==> config.mk <==
export PLATFORM = sky130hd
export DESIGN_NAME = uart_top
export DESIGN_NICKNAME = d
export VERILOG_FILES = /design/src/design/uart_pkg.sv /design/src/design/rx_sample_if.sv /design/src/design/uart_tx.sv /design/src/design/uart_rx_front.sv /design/src/design/uart_rx_fsm.sv /design/src/design/uart_top.sv
export SDC_FILE = /design/constraint.sdc
export NUM_CORES = 1
export LEC_CHECK = 0
export BUFFER_PORTS_ARGS = -buffer_cell sky130_fd_sc_hd__buf_2
export CAP_MARGIN = 20
export CORE_MARGIN = 1.5
export CORE_UTILIZATION = 54
export CTS_BUF_LIST = sky130_fd_sc_hd__clkbuf_8
export CTS_CLUSTER_SIZE = 12
export DETAILED_ROUTE_END_ITERATION = 10
export PLACE_DENSITY = 0.79
export SYNTH_ARGS = -nofsm -noshare
export SYNTH_HDL_FRONTEND = slang
export SYNTH_HIERARCHICAL = 1
export SYNTH_SLANG_ARGS = --single-unit
==> constraint.sdc <==
create_clock -name tx_clk -period 1.7 [get_ports tx_clk]
set_input_delay 0.255 -clock tx_clk [delete_from_list [all_inputs] [get_ports tx_clk]]
set_output_delay 0.255 -clock tx_clk [all_outputs]
set_load 0.03 [all_outputs]
==> src/design/uart_pkg.sv <==
`default_nettype none

package uart_pkg;

	typedef enum logic [1:0] {
		PARITY_NONE = 2'd0,  // frame carries no parity bit
		PARITY_EVEN = 2'd1,  // ones count including parity is even
		PARITY_ODD  = 2'd2   // ones count including parity is odd
	} parity_mode_e;

	typedef enum logic [3:0] {
		RX_IDLE   = 4'd0,  // line idle, waiting for a start edge
		RX_START  = 4'd1,  // start bit, checked at its middle
		RX_DATA   = 4'd2,  // data bits, lsb first
		RX_PARITY = 4'd3,  // parity bit, only when parity is on
		RX_STOP   = 4'd4   // stop bit, frame result is produced here
	} rx_state_e;

	localparam int RX_SYNC_STAGES = 3;  // flops on the asynchronous serial input

	// widest data word the parity function accepts
	localparam int PARITY_WORD_W = 32;

	typedef logic [PARITY_WORD_W-1:0] parity_word_t;  // narrower words are zero extended

	// parity bit to send or expect for a data word
	function automatic logic calc_parity(
		input parity_word_t data,
		input parity_mode_e mode
	);
		logic ones_odd;
		ones_odd = ^data;  // zero padding does not change the xor
		case (mode)
			PARITY_EVEN: calc_parity = ones_odd;
			PARITY_ODD:  calc_parity = ~ones_odd;
			default:     calc_parity = 1'b0;  // unused when parity is off
		endcase
	endfunction

endpackage

`default_nettype wire

==> src/design/rx_sample_if.sv <==
`timescale 1ns/10ps
`default_nettype none

// link between the receiver front end and the receiver bit fsm
interface rx_sample_if;

	logic line_synced;     // serial line after the synchronizer
	logic start_detected;  // falling edge seen while the receiver is idle
	logic sample_strobe;   // one cycle pulse in the middle of each bit
	logic frame_active;    // fsm is inside a frame

	modport front (
		output line_synced,
		output start_detected,
		output sample_strobe,
		input  frame_active
	);

	modport fsm (
		input  line_synced,
		input  start_detected,
		input  sample_strobe,
		output frame_active
	);

endinterface

`default_nettype wire

==> src/design/uart_tx.sv <==
`timescale 1ns/10ps
`default_nettype none

module uart_tx #(
	parameter int                     DATA_WIDTH     = 8,
	parameter int                     CLOCKS_PER_BIT = 8,
	parameter uart_pkg::parity_mode_e PARITY_MODE    = uart_pkg::PARITY_EVEN
) (
	input  logic                  tx_clk,
	input  logic                  reset_tx,
	input  logic                  i_enable,  // taken only while o_busy is low
	input  logic [DATA_WIDTH-1:0] i_data,
	output logic                  o_busy,
	output logic                  o_serial
);

	import uart_pkg::*;

	localparam int PARITY_BITS = (PARITY_MODE == PARITY_NONE) ? 0 : 1;
	localparam int FRAME_BITS  = 2 + DATA_WIDTH + PARITY_BITS;  // start + data + parity + stop
	localparam int BAUD_W      = $clog2(CLOCKS_PER_BIT);
	localparam int BIT_W       = $clog2(FRAME_BITS);

	localparam logic [BAUD_W-1:0] BAUD_LAST = BAUD_W'(CLOCKS_PER_BIT - 1);  // last cycle of a bit
	localparam logic [BIT_W-1:0]  BIT_LAST  = BIT_W'(FRAME_BITS - 1);  // stop bit index

	logic [FRAME_BITS-1:0] frame_w;     // frame built from i_data, start bit at bit 0
	logic [FRAME_BITS-2:0] shift_q;     // bits still waiting behind the one on the line
	logic                  busy_q;
	logic                  serial_q;    // registered line driver
	logic [BAUD_W-1:0]     baud_cnt_q;  // cycles spent in the current bit
	logic [BIT_W-1:0]      bit_cnt_q;   // index of the bit on the line
	logic                  accept_w;
	logic                  bit_end_w;

	assign accept_w  = i_enable && !busy_q;  // load when idle
	assign bit_end_w = busy_q && (baud_cnt_q == BAUD_LAST);

	generate
		if (PARITY_BITS != 0) begin : g_parity
			assign frame_w = {1'b1, calc_parity(parity_word_t'(i_data), PARITY_MODE),
				i_data, 1'b0};  // stop, parity, data lsb first, start
		end else begin : g_no_parity
			assign frame_w = {1'b1, i_data, 1'b0};  // stop, data, start
		end
	endgenerate

	always_ff @(posedge tx_clk) begin
		if (reset_tx) begin
			busy_q     <= 1'b0;
			serial_q   <= 1'b1;  // idle line is high
			baud_cnt_q <= '0;
			bit_cnt_q  <= '0;
		end else if (accept_w) begin
			busy_q     <= 1'b1;
			serial_q   <= frame_w[0];  // start bit goes out on the next cycle
			baud_cnt_q <= '0;
			bit_cnt_q  <= '0;
		end else if (busy_q) begin
			if (bit_end_w) begin
				baud_cnt_q <= '0;
				if (bit_cnt_q == BIT_LAST) begin
					busy_q    <= 1'b0;  // stop bit done, ready for the next word
					serial_q  <= 1'b1;
					bit_cnt_q <= '0;
				end else begin
					serial_q  <= shift_q[0];  // next bit onto the line
					bit_cnt_q <= bit_cnt_q + 1'b1;
				end
			end else begin
				baud_cnt_q <= baud_cnt_q + 1'b1;
			end
		end
	end

	// piso register, word latched here on acceptance
	always_ff @(posedge tx_clk) begin
		if (accept_w) begin
			shift_q <= frame_w[FRAME_BITS-1:1];
		end else if (bit_end_w) begin
			shift_q <= {1'b1, shift_q[FRAME_BITS-2:1]};  // fill with idle level
		end
	end

	assign o_busy   = busy_q;
	assign o_serial = serial_q;

endmodule

`default_nettype wire

==> src/design/uart_rx_front.sv <==
`timescale 1ns/10ps
`default_nettype none

module uart_rx_front #(
	parameter int CLOCKS_PER_BIT = 8
) (
	input logic        tx_clk,
	input logic        reset_tx,
	input logic        i_serial,  // asynchronous serial input
	rx_sample_if.front smp
);

	import uart_pkg::*;

	localparam int CNT_W = $clog2(CLOCKS_PER_BIT);

	localparam logic [CNT_W-1:0] HALF_LOAD = CNT_W'(CLOCKS_PER_BIT / 2 - 1);  // start to first middle
	localparam logic [CNT_W-1:0] FULL_LOAD = CNT_W'(CLOCKS_PER_BIT - 1);  // middle to next middle

	logic [RX_SYNC_STAGES-1:0] sync_q;        // synchronizer chain, oldest sample on top
	logic                      frame_prev_q;  // frame_active one cycle ago
	logic                      run_q;         // strobe counter running
	logic [CNT_W-1:0]          cnt_q;         // cycles left to the next strobe
	logic                      frame_fall_w;
	logic                      start_w;

	always_ff @(posedge tx_clk) begin
		if (reset_tx) begin
			sync_q <= '1;  // line assumed idle high
		end else begin
			sync_q <= {sync_q[RX_SYNC_STAGES-2:0], i_serial};
		end
	end

	// low arriving at the last stage, so line_synced falls next cycle
	assign start_w = sync_q[RX_SYNC_STAGES-1] && !sync_q[RX_SYNC_STAGES-2]
		&& !smp.frame_active && !run_q;

	assign frame_fall_w = frame_prev_q && !smp.frame_active;

	always_ff @(posedge tx_clk) begin
		if (reset_tx) begin
			frame_prev_q <= 1'b0;
		end else begin
			frame_prev_q <= smp.frame_active;
		end
	end

	always_ff @(posedge tx_clk) begin
		if (reset_tx || frame_fall_w) begin
			run_q <= 1'b0;  // frame over or false start, wait for a new edge
			cnt_q <= '0;
		end else if (start_w) begin
			run_q <= 1'b1;
			cnt_q <= HALF_LOAD;  // first strobe CLOCKS_PER_BIT/2 cycles after start
		end else if (run_q) begin
			if (cnt_q == '0) begin
				cnt_q <= FULL_LOAD;
			end else begin
				cnt_q <= cnt_q - 1'b1;
			end
		end
	end

	assign smp.line_synced    = sync_q[RX_SYNC_STAGES-1];
	assign smp.start_detected = start_w;
	assign smp.sample_strobe  = run_q && (cnt_q == '0);  // bit middle

endmodule

`default_nettype wire

==> src/design/uart_rx_fsm.sv <==
`timescale 1ns/10ps
`default_nettype none

module uart_rx_fsm #(
	parameter int                     DATA_WIDTH  = 8,
	parameter uart_pkg::parity_mode_e PARITY_MODE = uart_pkg::PARITY_EVEN
) (
	input  logic                  tx_clk,
	input  logic                  reset_tx,
	rx_sample_if.fsm              smp,
	output logic [DATA_WIDTH-1:0] o_rx_data,     // last received word
	output logic                  o_data_valid,  // one cycle per received frame
	output logic                  o_rx_error     // parity or stop bit wrong
);

	import uart_pkg::*;

	localparam int CNT_W = $clog2(DATA_WIDTH);

	localparam logic [CNT_W-1:0] LAST_BIT = CNT_W'(DATA_WIDTH - 1);

	rx_state_e             state_q;
	logic [CNT_W-1:0]      bit_cnt_q;  // data bits taken so far
	logic [DATA_WIDTH-1:0] shift_q;    // data bits enter at the top, lsb ends at bit 0
	logic                  par_err_q;  // parity mismatch of the current frame
	logic [DATA_WIDTH-1:0] rx_data_q;
	logic                  valid_q;
	logic                  error_q;
	logic                  take_data_w;

	assign take_data_w = (state_q == RX_DATA) && smp.sample_strobe;

	always_ff @(posedge tx_clk) begin
		if (reset_tx) begin
			state_q   <= RX_IDLE;
			bit_cnt_q <= '0;
			par_err_q <= 1'b0;
			rx_data_q <= '0;
			valid_q   <= 1'b0;
			error_q   <= 1'b0;
		end else begin
			valid_q <= 1'b0;  // single cycle pulse
			error_q <= 1'b0;  // error only rides on valid
			case (state_q)
				RX_IDLE: begin
					if (smp.start_detected) begin
						state_q <= RX_START;
					end
				end
				RX_START: begin
					if (smp.sample_strobe) begin
						if (smp.line_synced) begin
							state_q <= RX_IDLE;  // glitch, line back high at mid start
						end else begin
							state_q   <= RX_DATA;
							bit_cnt_q <= '0;
							par_err_q <= 1'b0;
						end
					end
				end
				RX_DATA: begin
					if (smp.sample_strobe) begin
						if (bit_cnt_q == LAST_BIT) begin
							state_q <= (PARITY_MODE == PARITY_NONE) ? RX_STOP : RX_PARITY;
						end else begin
							bit_cnt_q <= bit_cnt_q + 1'b1;
						end
					end
				end
				RX_PARITY: begin
					if (smp.sample_strobe) begin
						// all data bits are in the shift register by now
						par_err_q <= smp.line_synced
							^ calc_parity(parity_word_t'(shift_q), PARITY_MODE);
						state_q   <= RX_STOP;
					end
				end
				RX_STOP: begin
					if (smp.sample_strobe) begin
						rx_data_q <= shift_q;
						valid_q   <= 1'b1;
						error_q   <= par_err_q || !smp.line_synced;  // stop bit must be high
						state_q   <= RX_IDLE;
					end
				end
				default: begin
					state_q <= RX_IDLE;
				end
			endcase
		end
	end

	always_ff @(posedge tx_clk) begin
		if (take_data_w) begin
			shift_q <= {smp.line_synced, shift_q[DATA_WIDTH-1:1]};  // lsb first
		end
	end

	assign smp.frame_active = (state_q != RX_IDLE);  // falls the cycle after the stop strobe

	assign o_rx_data    = rx_data_q;
	assign o_data_valid = valid_q;
	assign o_rx_error   = error_q;

endmodule

`default_nettype wire

==> src/design/uart_top.sv <==
`timescale 1ns/10ps
`default_nettype none

module uart_top #(
	parameter int                     DATA_WIDTH     = 8,
	parameter int                     CLOCKS_PER_BIT = 8,  // even, at least 4
	parameter uart_pkg::parity_mode_e PARITY_MODE    = uart_pkg::PARITY_EVEN
) (
	input  logic                  tx_clk,
	input  logic                  reset_tx,
	// transmit side
	input  logic                  i_enable,
	input  logic [DATA_WIDTH-1:0] i_data,
	output logic                  o_busy,
	output logic                  o_serial,
	// receive side
	input  logic                  i_serial,
	output logic [DATA_WIDTH-1:0] o_rx_data,
	output logic                  o_data_valid,
	output logic                  o_rx_error
);

	rx_sample_if smp_if ();  // front end to fsm

	uart_tx #(
		.DATA_WIDTH     (DATA_WIDTH),
		.CLOCKS_PER_BIT (CLOCKS_PER_BIT),
		.PARITY_MODE    (PARITY_MODE)
	) uart_tx_i (
		.tx_clk   (tx_clk),
		.reset_tx (reset_tx),
		.i_enable (i_enable),
		.i_data   (i_data),
		.o_busy   (o_busy),
		.o_serial (o_serial)
	);

	uart_rx_front #(
		.CLOCKS_PER_BIT (CLOCKS_PER_BIT)
	) uart_rx_front_i (
		.tx_clk   (tx_clk),
		.reset_tx (reset_tx),
		.i_serial (i_serial),
		.smp      (smp_if)
	);

	uart_rx_fsm #(
		.DATA_WIDTH  (DATA_WIDTH),
		.PARITY_MODE (PARITY_MODE)
	) uart_rx_fsm_i (
		.tx_clk       (tx_clk),
		.reset_tx     (reset_tx),
		.smp          (smp_if),
		.o_rx_data    (o_rx_data),
		.o_data_valid (o_data_valid),
		.o_rx_error   (o_rx_error)
	);

endmodule

`default_nettype wire

==> results by group <==
Outcome
  • Outcome: completed

Yosys
  • Part of the Yosys area used for sequential elements: 52.68%
  • Syn Std Cell Area: 2261 µm²
  • Count of different cell masters after synthesis: 50
  • Cell with the most instances after synthesis: dfxtp_1
  • Syn Inst Count: 209
  • Post-synth top flop: dfxtp_1
  • Post-synth EDFFs: 17
  • Top cell type's share of synthesized area: 30.11%
  • Yosys reg bits: 51
  • Syn_nets: 227
  • Async SR Flop Fraction: 0%
  • Post-synth top cells: dfxtp_1 (34), nand2_1 (22), edfxtp_1 (17), nor2_1 (17), a21oi_1 (16)
  • Synthesis Warnings: 6
  • Synth area leaders: dfxtp_1 (30%), edfxtp_1 (23%), xnor2_1 (4.6%)
  • Mean area per synthesized cell: 10.82 µm²
  • Leading area contributor after synthesis: dfxtp_1

Placed design
  • Placed Area: 2479 µm²
  • Dpl cells: 284
  • GP Congestion: 0.7821
  • Port-buffer cells: 23
  • Worst slack, placed: 8.536 ps
  • HPWL reported at the end of detailed placement: 2521 µm

Worst hold path
  • Worst min-delay path category: in -> reg
  • Cells on Worst Hold Path: 2
  • Worst Hold Endpoint: uart_rx_front_i/sync_q[0]
  • Worst hold path startpoint: i_serial

Floorplan
  • Core box area: 4000 µm²
  • Die Y: 67.71 µm
  • Initial Util: 56.52%
  • Die Width: 67.71 µm
  • Die Footprint: 4584 µm²
  • Cell Rows: 23
  • I/O pin cnt: 24

Timing
  • Max Slew Vio Count: 0
  • Final min period: 1666 ps
  • Fin crit share: 97.97%
  • Count of final setup violators: 0
  • Final Hold Viols: 0
  • Clock skew: 10.32 ps
  • Max Clk Rate: 600.4 MHz
  • Relative slew margins: 69.76%
  • Slew @ Worst Pin: 453.6 ps
  • Setup WS post-layout: 34.46 ps
  • RSZ-0062 raised after global routing: true

Power and ir drop
  • P_leak: 0.0009847 µW
  • PwrDens: 848.2 nW/µm²
  • Tot Pwr: 2217 µW
  • Maximum VDD drop: 0.0006365 V

Route
  • DRC errors left: 0
  • Pre-Repair DR Iteration Count: 4
  • Post-DR wirelength/cell: 12.80 µm
  • Routed wl met2: 1720 µm
  • Total Wirelength: 3750 µm
  • Antenna Nets Post-Route: 0
  • Via density: 5.249
  • Met1 wire length: 1835 µm
  • Met3 routed WL: 143 µm
  • Top layer in use: met4
  • Iter 0 DRT Violations: 69
  • DR vias: 1538

Final layout
  • Nets: 260
  • Layout cells sized above 1: 30.04%
  • Design area: 2614 µm²
  • Filler cells: 314
  • Footprint of the multi-input gates: 1047 µm²
  • Syn-to-layout area delta: 15.61%
  • Fin cells: 293
  • Sequential cell area: 1191 µm²
  • Diodes inserted: 0

Setup path
  • Worst path slowest cell: or3b_1
  • Max Fanout on Critical Path: 4
  • Setup crit start kind: flip-flop
  • FF-to-FF End: uart_rx_fsm_i/bit_cnt_q[0]
  • Reg-to-Reg Start: uart_rx_front_i/cnt_q[1]
  • CP required: 1930 ps
  • Crit path kind: reg -> reg
  • Worst setup EP type: flip-flop
  • R2r setup slk: 30 ps
  • Max incr delay on CP: 370 ps
  • Register-to-Register Path Depth: 8
  • Crit path DAT: 1900 ps
  • Cell chain of the critical path: inv_1, ha_4, nand2b_4, nor2_2, and2b_2, o21ai_2, or3b_1, a21oi_2

Global route
  • Vias in the first global route: 1402
  • Global-route usage over all layers: 17.69%
  • Pin count of the biggest net entering global routing: 26
  • Overflow after GRT: 0
  • First-pass GRT wire length: 5996 µm
  • Initial antenna violation count: 0

Run
  • Max-cap check violation count: 0

Clocking
  • H-tree levels: 2
  • Latest clock arrival within the worst-skew pair: 300 ps
  • Clk slew on worst S/H paths: 90 ps
  • CTS tree: yes
  • CTS Sinks: 51
  • CTS max path bufs: 2
  • Inserted Clock Buffers: 5
  • Root Buffer: clkbuf_8
## repair_timing
action                     in CTS  in global routing
gates cloned                    0                  0
hold buffers                    0                  0
pin swaps                       0                  5
buffers inserted                0                  1
setup endpoints to repair       3                  9
resized for setup               3                  7
## worst max path at each step
stage                          startpoint                         end  slack, ps  cells after the start
3_5_place_dp     uart_rx_front_i/cnt_q[0]    uart_rx_fsm_i/o_rx_error          9                      7
6_report         uart_rx_front_i/cnt_q[1]  uart_rx_fsm_i/bit_cnt_q[0]         30                      8
4_1_cts        uart_rx_fsm_i/bit_cnt_q[0]  uart_rx_fsm_i/bit_cnt_q[0]         10                      6
3_3_place_gp   uart_rx_fsm_i/bit_cnt_q[0]  uart_rx_fsm_i/bit_cnt_q[0]        100                      6
5_1_grt          uart_rx_front_i/cnt_q[1]  uart_rx_fsm_i/bit_cnt_q[0]        -50                      8
2_1_floorplan    uart_rx_front_i/cnt_q[0]  uart_rx_fsm_i/bit_cnt_q[0]         10                      8
## area by class of cell
type,count,share of cell area [%]
inverters,5,0.7180
well taps,50,2.393
flip-flops and latches,51,45.57
repair buffers,35,7.851
clock buffers,5,2.633
multi-input cells,144,40.07
clock inverters,3,0.7659
## metrics by stage
stage / hold WS, ps / util [%] / TNS (ps)
floorplan: 321.7 / - / 0
global placement: 392.8 / 61.96 / 0
detailed placement: 404.2 / 61.96 / 0
CTS: 133.2 / 64.40 / 0
global route: 119.0 / 65.34 / -53.84
finish: 136.5 / 65.34 / 0
## placed cells by master, fill, tap and decap left out, types with 2 or more instances in the layout
master      n
a21oi_1    16
a311oi_1    2
buf_2      23
buf_4      12
clkbuf_8    5
dfxtp_1    34
edfxtp_1   17
ha_1        4
inv_1       5
mux2_2      8
mux2i_1     3
nand2_1    22
nand2b_1    2
nand3_2     2
nand3b_1    2
nand4b_1    2
nor2_1     16
nor2b_1     4
nor3_1      5
nor3b_4     3
o2111ai_1   2
o21a_1      2
o21ai_0     3
or2_2       3
xnor2_1    12
xor2_1      2
## worst max-delay path: cells and delay by family (launching register included)
| family | cells | cell delay (ps) |
|---|---|---|
| flip-flops | 1 | 320 |
| AND/OR/NAND/NOR | 4 | 780 |
| buffers and inverters | 1 | 120 |
| adder cells (fa/ha/maj) | 1 | 170 |
| AO/OA/AOI/OAI | 2 | 220 |
## cells by family after synthesis
logic type	synth area share [%]
flip-flops	52.68
AO/OA/AOI/OAI	9.630
AND/OR/NAND/NOR	19.48
XOR/XNOR	6.420
buffers and inverters	3.154
adder cells (fa/ha/maj)	3.320
multiplexers	5.313
## state kept, by name, summed over array words and instances (netlist names)
| name | count |
|---|---|
| uart_rx_front_i/sync_q | 3 |
| uart_rx_fsm_i/o_data_valid | 1 |
| uart_rx_fsm_i/shift_q | 8 |
| uart_tx_i/baud_cnt_q | 3 |
| uart_tx_i/bit_cnt_q | 4 |
| uart_tx_i/o_serial | 1 |
| uart_rx_fsm_i/par_err_q | 1 |
| uart_rx_front_i/run_q | 1 |
| uart_rx_front_i/frame_prev_q | 1 |
| uart_rx_fsm_i/bit_cnt_q | 3 |
| uart_tx_i/o_busy | 1 |
| uart_rx_fsm_i/o_rx_error | 1 |
| uart_rx_front_i/cnt_q | 3 |
| uart_rx_fsm_i/state_q | 3 |
| uart_tx_i/shift_q | 9 |
| uart_rx_fsm_i/o_rx_data | 8 |
## routing by layer
metal	up-vias	track usage [%]
li1	791	-
met1	706	22.39
met2	36	28.92
met3	5	4.667
met4	0	6.633
met5	-	0
## where the power goes
part           switching, µW  total (µW)  internal [µW]
combinational            114         224            109
sequential              15.7        1310           1290
clock                    394         684            290
Note: power is estimated with default switching activity, not from simulation.
